==> config.mk <==
export PLATFORM = sky130hd
export DESIGN_NAME = arbiter_tree
export DESIGN_NICKNAME = d
export VERILOG_FILES = /design/src/common/arb_pkg.sv /design/src/common/tree_pkg.sv /design/src/common/arb_if.sv /design/src/rr_arbiter/rr_arbiter.sv /design/src/design/arbiter_tree.sv
export VERILOG_INCLUDE_DIRS = /design/src /design/src/common
export SDC_FILE = /design/constraint.sdc
export NUM_CORES = 1
export LEC_CHECK = 0
export ABC_AREA = 1
export BUFFER_PORTS_ARGS = -buffer_cell sky130_fd_sc_hd__buf_2
export CAP_MARGIN = 15
export CORE_MARGIN = 4
export CORE_UTILIZATION = 31
export CTS_CLUSTER_SIZE = 12
export DETAILED_ROUTE_END_ITERATION = 10
export PLACE_DENSITY = 0.58
export SLEW_MARGIN = 10
export SYNTH_ARGS = -nofsm -noshare
export SYNTH_HDL_FRONTEND = slang
export SYNTH_SLANG_ARGS = --single-unit
export TNS_END_PERCENT = 1
==> constraint.sdc <==
create_clock -name clk -period 3 [get_ports clk]
set_clock_uncertainty 0.15 [all_clocks]
set_input_delay 0.6 -clock clk [delete_from_list [all_inputs] [get_ports clk]]
set_output_delay 0.6 -clock clk [all_outputs]
set_load 0.02 [all_outputs]
==> src/common/arb_macros.svh <==
`ifndef ARB_MACROS_SVH
`define ARB_MACROS_SVH

// sizing of the two-level round-robin arbiter

// total number of requesters
`define ARB_WIDTH 16

// number of groups at the upper level
`define ARB_GROUP_NUM 4

// members per group
// must divide ARB_WIDTH evenly
`define ARB_GROUP_WIDTH (`ARB_WIDTH / `ARB_GROUP_NUM)

`endif

==> src/common/arb_pkg.sv <==
`include "arb_macros.svh"

// types for the full-width arbiter vectors
package arb_pkg;

    // one bit per requester
    // used for both the request and the one-hot grant
    typedef logic [`ARB_WIDTH-1:0] req_vec_t;

endpackage

==> src/common/tree_pkg.sv <==
`include "arb_macros.svh"

// types describing how the requesters split into groups
package tree_pkg;

    // members of one group
    // slice of the full request vector
    typedef logic [`ARB_GROUP_WIDTH-1:0] member_vec_t;

    // one bit per group
    // used for group requests and the group grant
    typedef logic [`ARB_GROUP_NUM-1:0] group_vec_t;

endpackage

==> src/common/arb_if.sv <==
// request and grant bundle of a single round-robin arbiter
interface arb_if #(
    parameter int WIDTH = 4
);

    // one bit per requester
    logic [WIDTH-1:0] request;

    // one-hot, same cycle as request
    logic [WIDTH-1:0] grant;

    // high when any request bit is set
    logic any_grant;

    // the current winner was taken, pointer may move
    logic priority_en;

    modport arbiter (
        input  request,
        input  priority_en,
        output grant,
        output any_grant
    );

    modport client (
        output request,
        output priority_en,
        input  grant,
        input  any_grant
    );

endinterface

==> src/rr_arbiter/rr_arbiter.sv <==
// round-robin arbiter built from thermometer codes
// grant is combinational, the priority pointer moves only on an accepted grant
module rr_arbiter #(
    parameter int WIDTH = 4
) (
    input logic clk,
    input logic reset,
    arb_if.arbiter port
);

    typedef logic [WIDTH-1:0] vec_t;

    // priority pointer
    // set bits mark indices above the last accepted winner
    vec_t pointer;

    vec_t masked_request;
    vec_t thermo_all;
    vec_t thermo_masked;
    vec_t thermo_sel;
    vec_t edge_mask;

    logic masked_hit;
    logic load_pointer;

    // the edge extraction below needs at least two bits
    if (WIDTH < 2) begin : g_width_check
        $error("rr_arbiter needs WIDTH of two or more");
    end

    // bit i is set when any of bits 0..i is set
    function automatic vec_t thermo(input vec_t v);
        vec_t t;
        t[0] = v[0];
        for (int i = 1; i < WIDTH; i++) begin
            t[i] = t[i-1] | v[i];
        end
        return t;
    endfunction

    // only requests above the last winner
    assign masked_request = port.request & pointer;

    assign thermo_all    = thermo(port.request);
    assign thermo_masked = thermo(masked_request);

    // top bit of a thermometer code tells whether the code is non-empty
    assign masked_hit = thermo_masked[WIDTH-1];

    // wrap around to the lowest requester when nothing above the pointer asks
    assign thermo_sel = masked_hit ? thermo_masked : thermo_all;

    // shifted code covers everything above the winner
    assign edge_mask = {thermo_sel[WIDTH-2:0], 1'b0};

    // the single rising edge of the code is the winner
    assign port.grant = thermo_sel ^ edge_mask;

    assign port.any_grant = thermo_all[WIDTH-1];

    assign load_pointer = port.priority_en & port.any_grant;

    always_ff @(posedge clk or posedge reset) begin
        if (reset) begin
            // all ones: lowest index wins first
            pointer <= '1;
        end else if (load_pointer) begin
            pointer <= edge_mask;
        end
    end

    // at most one winner per cycle
    a_grant_onehot: assert property (
        @(posedge clk) disable iff (reset)
        $onehot0(port.grant)
    ) else $error("rr_arbiter grant is not one-hot: %b", port.grant);

    // never grant a requester that does not ask
    a_grant_in_request: assert property (
        @(posedge clk) disable iff (reset)
        (port.grant & ~port.request) == '0
    ) else $error("rr_arbiter grant %b outside request %b", port.grant, port.request);

    // any request must produce a grant
    a_any_grant: assert property (
        @(posedge clk) disable iff (reset)
        port.any_grant == (|port.request)
    ) else $error("rr_arbiter any_grant does not match request");

endmodule

==> src/design/arbiter_tree.sv <==
`include "arb_macros.svh"

// two-level round-robin arbiter
// member arbiters pick one requester per group, a group arbiter picks the group
module arbiter_tree (
    input  logic              clk,
    input  logic              reset,
    input  arb_pkg::req_vec_t request,
    input  logic              accept,
    output arb_pkg::req_vec_t grant,
    output logic              any_grant
);

    // groups that have at least one request
    tree_pkg::group_vec_t group_has_req;

    // winning group, one-hot
    tree_pkg::group_vec_t group_grant;

    if (`ARB_GROUP_WIDTH * `ARB_GROUP_NUM != `ARB_WIDTH) begin : g_size_check
        $error("ARB_WIDTH must split evenly into ARB_GROUP_NUM groups");
    end

    // upper level
    arb_if #(
        .WIDTH (`ARB_GROUP_NUM)
    ) group_if ();

    for (genvar g = 0; g < `ARB_GROUP_NUM; g++) begin : g_member

        tree_pkg::member_vec_t member_req;
        tree_pkg::member_vec_t member_grant;

        arb_if #(
            .WIDTH (`ARB_GROUP_WIDTH)
        ) member_if ();

        // slice of the full request vector
        assign member_req = request[g*`ARB_GROUP_WIDTH +: `ARB_GROUP_WIDTH];

        assign member_if.request = member_req;

        // member pointer moves only when its group wins and the winner is taken
        assign member_if.priority_en = accept & group_grant[g];

        rr_arbiter #(
            .WIDTH (`ARB_GROUP_WIDTH)
        ) i_member_arb (
            .clk   (clk),
            .reset (reset),
            .port  (member_if.arbiter)
        );

        // any member asking makes the group a candidate
        assign group_has_req[g] = member_if.any_grant;

        // drop the local winner of groups that lose at the upper level
        assign member_grant = member_if.grant & {`ARB_GROUP_WIDTH{group_grant[g]}};

        assign grant[g*`ARB_GROUP_WIDTH +: `ARB_GROUP_WIDTH] = member_grant;

    end

    assign group_if.request     = group_has_req;
    assign group_if.priority_en = accept;

    rr_arbiter #(
        .WIDTH (`ARB_GROUP_NUM)
    ) i_group_arb (
        .clk   (clk),
        .reset (reset),
        .port  (group_if.arbiter)
    );

    assign group_grant = group_if.grant;
    assign any_grant   = group_if.any_grant;

    // the assembled grant stays one-hot and inside the request
    a_tree_onehot: assert property (
        @(posedge clk) disable iff (reset)
        any_grant |-> ($onehot(grant) && ((grant & ~request) == '0))
    ) else $error("arbiter_tree grant %h invalid for request %h", grant, request);

    // no request anywhere means no grant anywhere
    a_tree_idle: assert property (
        @(posedge clk) disable iff (reset)
        (request == '0) |-> (!any_grant && (grant == '0))
    ) else $error("arbiter_tree granted with no request");

    // back-pressure freezes both levels
    // an unchanged request then gives an unchanged grant
    a_tree_hold: assert property (
        @(posedge clk) disable iff (reset)
        !accept ##1 $stable(request) |-> $stable(grant)
    ) else $error("arbiter_tree grant changed while accept was low");

endmodule

==> qor_table.md, run 1 <==
| Parameter | Reported | Unit |
|---|---|---|
| Pre-CTS setup slack | 326.7 | ps |
| Final count of negative-setup-slack endpoints | 0 | - |
| Crit Reg-Reg Endpoint | g_member[2].i_member_arb.pointer[2] | - |
| Max Cap Violations | 0 | - |
| Die Height | 76.28 | um |
| Dpl cell area | 1685 | um2 |
| Post-synth top area share | 36.36 | % |
| Number of iterations in the first detailed-routing pass | 4 | - |
| Multi-input gate area in the final layout | 787.0 | um2 |
| Worst reg2reg startpoint | i_group_arb.pointer[1] | - |
| Max Clock Freq | 0.3754 | GHz |
| Post-CTS Resized | 0 | - |
| Outcome | finished clean | - |
| Crit-path cells | buf_2 > nor2_2 > nand3_2 > nand2_4 > nand4_1 > nand2_1 > nand2_4 > nor3_1 > buf_2 | - |
| Post-CTS Setup Repair Bufs | 0 | - |
| Post-route cell area | 1740 | um2 |
| Initial antenna violation count | 0 | - |
| Crit-path max cell delay | 210 | ps |
| DRT antenna net count | 0 | - |
| Initial core utilization | 32.52 | % |
| Area inside the core boundary | 4444 | um2 |
| Sequential Area | 525.5 | um2 |
| R2R cell count | 6 | - |
| Ratio of routed vias to standard cells | 4.475 | - |
| Remaining design rule violation count | 0 | - |
| Commonest cells in the netlist | sky130_fd_sc_hd__nand2_1 (50), sky130_fd_sc_hd__inv_1 (33), sky130_fd_sc_hd__dfstp_2 (20), sky130_fd_sc_hd__nor2_1 (17), sky130_fd_sc_hd__o21ai_0 (12) | - |
| Total chip power | 1.525 | mW |
| Clock buffer count from CTS | 3 | - |
| Number of top-level design ports | 36 | - |
| Clock sink total | 20 | - |
| Detailed-placement wirelength estimate | 2515 | um |
| Clock-pin slew of the registers on the worst-case setup and hold paths | 80 | ps |
| Data required time at the worst endpoint | 2250 | ps |
| Sequential area share after synthesis | 36.36 | % |
| Final-report max-slew violation count | 0 | - |
| Number of enable-type register cells in the synthesized netlist | 0 | - |
| Smallest setup slack after layout | 336.1 | ps |
| Avg Inst Size Synth | 7.566 | um2 |
| Vias in the first global route | 1248 | - |
| Number of hold buffers added after cts | 0 | - |
| Critical Setup Path Class | input pin to output pin | - |
| DR WL/cell | 10.63 | um |
| Static power due to leakage | 0.9032 | nW |
| DRC violation total after the first TritonRoute iteration | 23 | - |
| Number of rows created at floorplan | 24 | - |
| Max FO, Critical Path | 9 | - |
| Width of the die | 76.28 | um |
| Hold path depth | 2 | - |
| Total GRT Usage | 11.07 | % |
| Worst-Margin Slew | 748.8 | ps |
| Startpoint type of the worst setup path | input pin | - |
| Fraction of the cycle the final worst path needs | 88.80 | % |
| Crit path DAT | 1910 | ps |
| Hold Path Origin | g_member[3].i_member_arb.pointer[0] | - |
| Most area-consuming cells after synthesis | sky130_fd_sc_hd__dfstp_2 (36%), sky130_fd_sc_hd__nand2_1 (13%), sky130_fd_sc_hd__inv_1 (8.6%) | - |
| Nets@finish | 250 | - |
| Pin count of the biggest net entering global routing | 21 | - |
| Number of H-tree branching levels | 1 | - |
| Most frequent cell after synthesis | sky130_fd_sc_hd__nand2_1 | - |
| Number of fill cells | 471 | - |
| Max_slew headroom | 50.03 | % |
| Endpoint kind of the worst setup timing path | output pin | - |
| Post-synthesis instance area | 1445 | um2 |
| Global-route wire length before repair | 5368 | um |
| Flops & latches, synth | 20 | - |
| Worst IR drop on VDD | 0.2659 | mV |
| Number of hold violations in the final report | 0 | - |
| Clock period minus worst slack | 2664 | ps |
| Number of antenna repair diodes | 0 | - |
| Total wirelength of the detailed-routed design | 2999 | um |
| Class of the most critical hold timing path | flop to flop | - |
| Insertion delay to the later sink of the worst-skew pair | 270 | ps |
| RSZ-0062 raised after global routing | false | - |
| Power density over cell area | 876.4 | nW/um2 |
| Worst R2R Setup Slack | 1470 | ps |
| Port Buf Inserts | 35 | - |
| Ratio of cells with drive above 1 in the final layout | 40.43 | % |
| Terminating pin of the worst hold path | g_member[3].i_member_arb.pointer[0] | - |
| RD Place Congestion | 0.7988 | - |
| Yosys Warn Count | 0 | - |
| Maximum number of buffers from clock root to sink | 2 | - |
| Root Driver | sky130_fd_sc_hd__clkbuf_8 | - |
| Dominant synthesized flop cell | sky130_fd_sc_hd__dfstp_2 | - |
| Growth of design area from synthesis to finish | 20.43 | % |
| Synthesized netlist net count | 210 | - |
| Cell with the biggest individual delay on the critical path | sky130_fd_sc_hd__nor3_1 | - |
| Instance count of the mapped netlist | 191 | - |
| Clock tree from TritonCTS | done | - |
| TNS Setup | 0 | ps |
| Count of cell types in the netlist | 28 | - |
| Async SR Flop Fraction | 100.0 | % |
| Total vias in the final route | 1262 | - |
| Residual overflow from global routing | 0 | - |
| Total Die Area | 5818 | um2 |
| Cell taking the most area after synthesis | sky130_fd_sc_hd__dfstp_2 | - |
[through the flow]
stage	hold slack (ps)	cells	util (%)
final	293.8	282	39.16
after global routing	324.9	282	39.16
after CTS	299.8	282	39.16
after detailed placement	287.9	278	37.92
after global placement	283.1	278	37.92
after floorplan	274.0	191	-
[layout make-up]
cell class	instances	area share, %
inverters	35	7.620
repair buffers	35	10.06
well taps	52	3.738
multi-input cells	136	45.22
flip-flops and latches	20	30.19
clock buffers	4	3.163
[power by group]
part	leakage (nW)	total [mW]	switching, mW	internal, mW
registers	0.209	0.477	0.0510	0.426
logic	0.666	0.833	0.550	0.283
clock network	0.0288	0.216	0.0986	0.117
[per-layer routing]
| metal | wire length (um) | track usage, % |
|---|---|---|
| met5 | 0 | 0 |
| met4 | 48 | 3.804 |
| met3 | 115 | 2.246 |
| met2 | 1425 | 19.77 |
| met1 | 1408 | 13.11 |
[cells by family after synthesis]
family          after synthesis  synth area share (%)
simple gates                107                 42.08
compound gates               29                 12.38
flops                        20                 36.36
buf+inv                      35                 9.177
[how the worst max path moves through the flow]
stage / slack (ps) / depth (start not counted) / start / end
finish: 340 / 9 / request[12] / grant[1]
global route: 190 / 9 / g_member[0].i_member_arb.pointer[1] / grant[2]
CTS: 320 / 9 / request[12] / grant[1]
detailed placement: 330 / 11 / request[0] / grant[5]
global placement: 350 / 11 / request[0] / grant[5]
floorplan: 420 / 7 / request[0] / grant[9]
[placed cells by master, fill, tap and decap left out, types with 2 or more instances in the layout]
cell,n
sky130_fd_sc_hd__a21oi_1,7
sky130_fd_sc_hd__a21oi_2,2
sky130_fd_sc_hd__buf_2,35
sky130_fd_sc_hd__clkbuf_8,4
sky130_fd_sc_hd__dfstp_2,20
sky130_fd_sc_hd__inv_1,33
sky130_fd_sc_hd__nand2_1,50
sky130_fd_sc_hd__nand2_2,4
sky130_fd_sc_hd__nand2_4,6
sky130_fd_sc_hd__nand3_1,4
sky130_fd_sc_hd__nand3_2,4
sky130_fd_sc_hd__nand3_4,2
sky130_fd_sc_hd__nand4_1,4
sky130_fd_sc_hd__nor2_1,17
sky130_fd_sc_hd__nor2_2,5
sky130_fd_sc_hd__nor2_4,3
sky130_fd_sc_hd__nor3_1,3
sky130_fd_sc_hd__o21ai_0,12
sky130_fd_sc_hd__o21ai_1,4
[critical path: cells and delay by family]
kind | cells | cell delay [ps]
buffers and inverters | 2 | 330
AND/OR/NAND/NOR | 7 | 970
[registers in the layout (all words and copies together) (netlist names)]
name	count
g_member.i_member_arb.pointer	16
i_group_arb.pointer	4
No activity file was read; power rests on OpenSTA's default activity.
==> run 2: changes to the inputs <==
--- a/config.mk
+++ b/config.mk
@@ -9,8 +9,8 @@
 export ABC_AREA = 1
 export BUFFER_PORTS_ARGS = -buffer_cell sky130_fd_sc_hd__buf_2
 export CAP_MARGIN = 15
-export CORE_MARGIN = 4
 export CORE_UTILIZATION = 31
+export CTS_CLUSTER_DIAMETER = 120
 export CTS_CLUSTER_SIZE = 12
 export DETAILED_ROUTE_END_ITERATION = 10
 export PLACE_DENSITY = 0.58
==> qor_table.md, run 2 (synthesized netlist as in run 1, its figures left out) <==
| Parameter | Reported | Unit | Change |
|---|---|---|---|
| Critical Setup Path Class | input pin to output pin | - |  |
| Detailed-placement wirelength estimate | 2408 | um | -4.3% |
| Number of hold buffers added after cts | 0 | - | unchanged |
| Clock tree from TritonCTS | done | - |  |
| Final count of negative-setup-slack endpoints | 0 | - | unchanged |
| Number of hold violations in the final report | 0 | - | unchanged |
| Endpoint kind of the worst setup timing path | output pin | - |  |
| Crit-path cells | buf_2 > nor2_2 > nand3_1 > nand2_1 > nand2_4 > a31oi_4 > nand2_1 > nor3b_1 > buf_2 | - |  |
| Crit-path leading delay family | simple AND/OR/NAND/NOR gates | - |  |
| Class of the most critical hold timing path | flop to flop | - |  |
| Remaining design rule violation count | 0 | - | unchanged |
| Crit path DAT | 1930 | ps | +20 ps |
| Static power due to leakage | 0.8961 | nW | -0.80% |
| Number of iterations in the first detailed-routing pass | 4 | - | unchanged |
| Global-route wire length before repair | 4899 | um | -8.7% |
| Die Height | 70.28 | um | -7.9% |
| Total GRT Usage | 12.13 | % | +1.1 points |
| Clock sink total | 20 | - | unchanged |
| RSZ-0062 raised after global routing | false | - |  |
| Area inside the core boundary | 4414 | um2 | -0.68% |
| Crit-path max cell delay | 220 | ps | about the same |
| DRT antenna net count | 0 | - | unchanged |
| Number of antenna repair diodes | 0 | - | unchanged |
| Maximum number of buffers from clock root to sink | 2 | - | unchanged |
| Startpoint type of the worst setup path | input pin | - |  |
| Crit path buffers/inverters | 2 | - | unchanged |
| Number of top-level design ports | 36 | - | unchanged |
| DRC violation total after the first TritonRoute iteration | 32 | - | +39% |
| Post-CTS Resized | 0 | - | unchanged |
| Largest register FFs | 16 | - | unchanged |
| Residual overflow from global routing | 0 | - | unchanged |
| Growth of design area from synthesis to finish | 19.48 | % |  |
| Pre-CTS setup slack | 302.1 | ps | -24.57 ps |
| Clock-pin slew of the registers on the worst-case setup and hold paths | 70 | ps | about the same |
| Ratio of cells with drive above 1 in the final layout | 40.17 | % | -0.26 points |
| Most flops, register | g_member.i_member_arb.pointer | - |  |
| Root Driver | sky130_fd_sc_hd__clkbuf_8 | - |  |
| Total wirelength of the detailed-routed design | 2920 | um | -2.6% |
| Registers with the most flip-flops | g_member.i_member_arb.pointer: 16 flops, i_group_arb.pointer: 4 flops | - |  |
| Port Buf Inserts | 35 | - | unchanged |
| DR WL/cell | 10.39 | um | -2.3% |
| Insertion delay to the later sink of the worst-skew pair | 250 | ps | -20 ps |
| Power density over cell area | 863.1 | nW/um2 | -1.5% |
| Ratio of routed vias to standard cells | 4.562 | - | +1.9% |
| Total vias in the final route | 1282 | - | +1.6% |
| Max FO, Critical Path | 4 | - | -5 |
| Commonest non-fill, non-tap cells in the layout | sky130_fd_sc_hd__nand2_1 (50), sky130_fd_sc_hd__buf_2 (35), sky130_fd_sc_hd__inv_1 (33) | - |  |
| Outcome | finished clean | - |  |
| Cell with the biggest individual delay on the critical path | sky130_fd_sc_hd__nor3b_1 | - |  |
| RD Place Congestion | 0.7948 | - | -0.50% |
| Max Cap Violations | 0 | - | unchanged |
| Fraction of the cycle the final worst path needs | 89.30 | % | +0.51 points |
| Width of the die | 70.28 | um | -7.9% |
| Initial antenna violation count | 0 | - | unchanged |
| Pin count of the biggest net entering global routing | 21 | - | unchanged |
| Number of rows created at floorplan | 24 | - | unchanged |
| Number of H-tree branching levels | 1 | - | unchanged |
| Worst-Margin Slew | 776.7 | ps | +27.94 ps |
| Worst IR drop on VDD | 0.2676 | mV | +0.63% |
| Initial core utilization | 32.74 | % | +0.22 points |
| Max_slew headroom | 48.16 | % | -1.9 points |
| Smallest setup slack after layout | 320.9 | ps | -15.26 ps |
| Clock buffer count from CTS | 3 | - | unchanged |
| Post-Route Utilization | 39.12 | % | -0.045 points |
| Total Die Area | 4939 | um2 | -15% |
| Nets@finish | 250 | - | unchanged |
| Clock period minus worst slack | 2679 | ps | +15.26 ps |
| Vias in the first global route | 1145 | - | -8.3% |
| Data required time at the worst endpoint | 2250 | ps | about the same |
| TNS Setup | 0 | ps | unchanged |
| Post-CTS Setup Repair Bufs | 0 | - | unchanged |
| Final-report max-slew violation count | 0 | - | unchanged |
| Max Clock Freq | 0.3733 | GHz | -0.57% |
| Most common cell after layout, fill and taps aside | sky130_fd_sc_hd__nand2_1 | - |  |
==> run 2: final cells by class <==
cell class	count	area, um2
tap	52	65.06
inverter	35	132.6
timing repair buffer	35	175.2
fill	494	2688
clock buffer	3	41.29
sequential	20	525.5
multi-input combinational	136	787.0
==> run 2: path summary, 6_finish.rpt <==
| check | slack, ps | startpoint | end | cells past startpoint |
|---|---|---|---|---|
| min in group asynchronous | 720 | reset | g_member[1].i_member_arb.pointer[3] | 2 |
| hold / removal | 300 | g_member[3].i_member_arb.pointer[0] | g_member[3].i_member_arb.pointer[0] | 2 |
| max in group asynchronous | 1950 | reset | g_member[3].i_member_arb.pointer[3] | 2 |
| setup / recovery | 320 | request[4] | grant[9] | 9 |
| hold reg to reg | 300 | g_member[3].i_member_arb.pointer[0] | g_member[3].i_member_arb.pointer[0] | 2 |
| setup reg to reg | 1430 | g_member[0].i_member_arb.pointer[1] | g_member[0].i_member_arb.pointer[2] | 7 |
==> run 2: per-layer routing <==
metal  share of wire, %  vias up  global-route usage [%]
met5                  0        -                       0
met4                1.2        0                   4.000
met3                3.4        4                   1.443
met2                 47       17                   20.21
met1                 49      582                   16.23
li1                   -      679                       -
==> run 2: stage by stage <==
stage / cells / area (um2) / hold WS (ps) / total power, mW
floorplan: 191 / 1445 / 274.0 / 1.131
global placement: 278 / 1685 / 286.5 / 1.322
detailed placement: 278 / 1685 / 287.1 / 1.330
CTS: 281 / 1727 / 298.3 / 1.510
global route: 281 / 1727 / 315.8 / 1.622
finish: 281 / 1727 / 296.6 / 1.490
==> run 2: worst min-delay path: cells and delay by family (launching register included) <==
kind / cells / cell delay, ps
simple gates: 1 / 40
flops: 1 / 370
buf+inv: 1 / 40
==> run 2: report_power, final <==
group	leakage, nW	switching, mW	internal, mW
sequential	0.209	0.0531	0.427
clock	0.0216	0.0838	0.0894
combinational	0.666	0.555	0.283
==> run 3: changes to the inputs <==
--- a/config.mk
+++ b/config.mk
@@ -9,11 +9,11 @@
 export ABC_AREA = 1
 export BUFFER_PORTS_ARGS = -buffer_cell sky130_fd_sc_hd__buf_2
 export CAP_MARGIN = 15
-export CORE_UTILIZATION = 31
+export CORE_UTILIZATION = 50
 export CTS_CLUSTER_DIAMETER = 120
 export CTS_CLUSTER_SIZE = 12
 export DETAILED_ROUTE_END_ITERATION = 10
-export PLACE_DENSITY = 0.58
+export PLACE_DENSITY = 0.83
 export SLEW_MARGIN = 10
 export SYNTH_ARGS = -nofsm -noshare
 export SYNTH_HDL_FRONTEND = slang
==> qor_table.md, run 3 (synthesized netlist as in run 1, its figures left out) <==
| Parameter | Reported | Unit | Change |
|---|---|---|---|
| Ratio of cells with drive above 1 in the final layout | 40.43 | % | +0.26 points |
| Worst-Margin Slew | 725.3 | ps | -51.37 ps |
| Remaining design rule violation count | 0 | - | unchanged |
| Most common cell after layout, fill and taps aside | sky130_fd_sc_hd__nand2_1 | - |  |
| Total vias in the final route | 1265 | - | -1.3% |
| Max Clock Freq | 0.3765 | GHz | +0.86% |
| DR WL/cell | 10.36 | um | -0.34% |
| Pin count of the biggest net entering global routing | 21 | - | unchanged |
| DRT antenna net count | 0 | - | unchanged |
| Power density over cell area | 867.7 | nW/um2 | +0.53% |
| Total GRT Usage | 19.10 | % | +7.0 points |
| Commonest non-fill, non-tap cells in the layout | sky130_fd_sc_hd__nand2_1 (50), sky130_fd_sc_hd__buf_2 (35), sky130_fd_sc_hd__inv_1 (33) | - |  |
| Clock period minus worst slack | 2656 | ps | -22.89 ps |
| Clock-pin slew of the registers on the worst-case setup and hold paths | 110 | ps | +40 ps |
| Post-Route Utilization | 61.48 | % | +22 points |
| Number of antenna repair diodes | 0 | - | unchanged |
| Class of the most critical hold timing path | flop to flop | - |  |
| Met3 usage in global routing | 2.326 | % | +0.88 points |
| Met1 demand-to-capacity share in global routing | 27.45 | % | +11 points |
| Maximum number of buffers from clock root to sink | 2 | - | unchanged |
| Critical Setup Path Class | input pin to output pin | - |  |
| Initial core utilization | 52.40 | % | +20 points |
| Global-route wire length before repair | 4767 | um | -2.7% |
| Number of fill cells | 252 | - | -49% |
| Registers with the most flip-flops | g_member.i_member_arb.pointer: 16 flops, i_group_arb.pointer: 4 flops | - |  |
| Total Die Area | 3109 | um2 | -37% |
| Area inside the core boundary | 2758 | um2 | -38% |
| Residual overflow from global routing | 0 | - | unchanged |
| Outcome | finished clean | - |  |
| Max Cap Violations | 0 | - | unchanged |
| Width of the die | 55.76 | um | -21% |
| Data required time at the worst endpoint | 2250 | ps | about the same |
| Initial antenna violation count | 0 | - | unchanged |
| Most flops, register | g_member.i_member_arb.pointer | - |  |
| Number of rows created at floorplan | 19 | - | -21% |
| Clock sink total | 20 | - | unchanged |
| Clock tree from TritonCTS | done | - |  |
| Insertion delay to the later sink of the worst-skew pair | 300 | ps | +50 ps |
| Nets@finish | 250 | - | unchanged |
| Worst-case hold slack | 298.4 | ps | +1.761 ps |
| Root Driver | sky130_fd_sc_hd__clkbuf_4 | - |  |
| Max_slew headroom | 51.59 | % | +3.4 points |
| RD Place Congestion | 0.8961 | - | +13% |
| RSZ-0062 raised after global routing | false | - |  |
| Startpoint type of the worst setup path | input pin | - |  |
| Post-CTS Setup Repair Bufs | 0 | - | unchanged |
| Port Buf Inserts | 35 | - | unchanged |
| Clock buffer count from CTS | 3 | - | unchanged |
| Largest register FFs | 16 | - | unchanged |
| Detailed-placement wirelength estimate | 2190 | um | -9.1% |
| Number of hold buffers added after cts | 0 | - | unchanged |
| GRT met2 Usage | 29.95 | % | +9.7 points |
| Growth of design area from synthesis to finish | 17.32 | % |  |
| Post-CTS Resized | 0 | - | unchanged |
| DRC violation total after the first TritonRoute iteration | 61 | - | +91% |
| Ratio of routed vias to standard cells | 4.847 | - | +6.2% |
| Endpoint kind of the worst setup timing path | output pin | - |  |
| Number of iterations in the first detailed-routing pass | 4 | - | unchanged |
| Number of H-tree branching levels | 1 | - | unchanged |
| Vias in the first global route | 1160 | - | +1.3% |
| Die Height | 55.76 | um | -21% |
| Total wirelength of the detailed-routed design | 2703 | um | -7.4% |
| TNS Setup | 0 | ps | unchanged |
| Global route hottest layer | met2 | - |  |
| Worst IR drop on VDD | 0.5244 | mV | +96% |
| Fraction of the cycle the final worst path needs | 88.54 | % | -0.76 points |
| Max FO, Critical Path | 9 | - | +5 |
| Final-report max-slew violation count | 0 | - | unchanged |
| Static power due to leakage | 0.8955 | nW | about the same |
| Crit path DAT | 1910 | ps | -20 ps |
| Final count of negative-setup-slack endpoints | 0 | - | unchanged |
| Number of top-level design ports | 36 | - | unchanged |
| Number of hold violations in the final report | 0 | - | unchanged |
## run 3: worst max-delay path: stages
cell                      delay [ps]
sky130_fd_sc_hd__buf_2           110
sky130_fd_sc_hd__nor2_2          160
sky130_fd_sc_hd__nand3_2         120
sky130_fd_sc_hd__nand2_2         120
sky130_fd_sc_hd__nand2_4          90
sky130_fd_sc_hd__nor2_8          120
sky130_fd_sc_hd__nand3_4          90
sky130_fd_sc_hd__nand2_4         140
sky130_fd_sc_hd__nand2_4          80
sky130_fd_sc_hd__nor3_2          100
sky130_fd_sc_hd__buf_2           180
## run 3: metrics by stage
stage	cells	setup WS [ps]	total power [mW]	instance area (um2)
finish	261	343.7	1.471	1695
global route	261	73.50	1.602	1695
CTS	261	332.5	1.483	1695
detailed placement	257	337.4	1.320	1659
global placement	257	351.0	1.297	1659
floorplan	191	423.8	1.131	1445
## run 3: metal layers
metal	share of wire (%)	up-vias
met5	0	-
met4	1.4	0
met3	3.7	5
met2	48	24
met1	47	559
li1	-	677
## run 3: where the power goes
group / total [mW] / switching [mW] / internal, mW
registers: 0.480 / 0.0537 / 0.426
logic: 0.832 / 0.549 / 0.283
clock network: 0.159 / 0.0853 / 0.0741
## run 3: path summary, 6_finish.rpt
path / depth (start not counted) / end / from / slack (ps)
max: 11 / grant[5] / request[0] / 340
min: 2 / g_member[3].i_member_arb.pointer[0] / g_member[3].i_member_arb.pointer[0] / 300
max reg2reg: 7 / g_member[2].i_member_arb.pointer[2] / g_member[2].i_member_arb.pointer[1] / 1410
min reg2reg: 2 / g_member[3].i_member_arb.pointer[0] / g_member[3].i_member_arb.pointer[0] / 300
max in group asynchronous: 2 / g_member[0].i_member_arb.pointer[3] / reset / 2040
min in group asynchronous: 2 / g_member[3].i_member_arb.pointer[0] / reset / 630
## run 3: layout make-up
| cell class | instances | area (um2) | area share (%) |
|---|---|---|---|
| Inverter | 35 | 132.6 | 7.823 |
| Timing Repair Buffer | 35 | 175.2 | 10.33 |
| Tap cell | 31 | 38.79 | 2.288 |
| Sequential cell | 20 | 525.5 | 31.00 |
| Multi-Input combinational cell | 136 | 787.0 | 46.42 |
| Clock buffer | 4 | 36.28 | 2.140 |
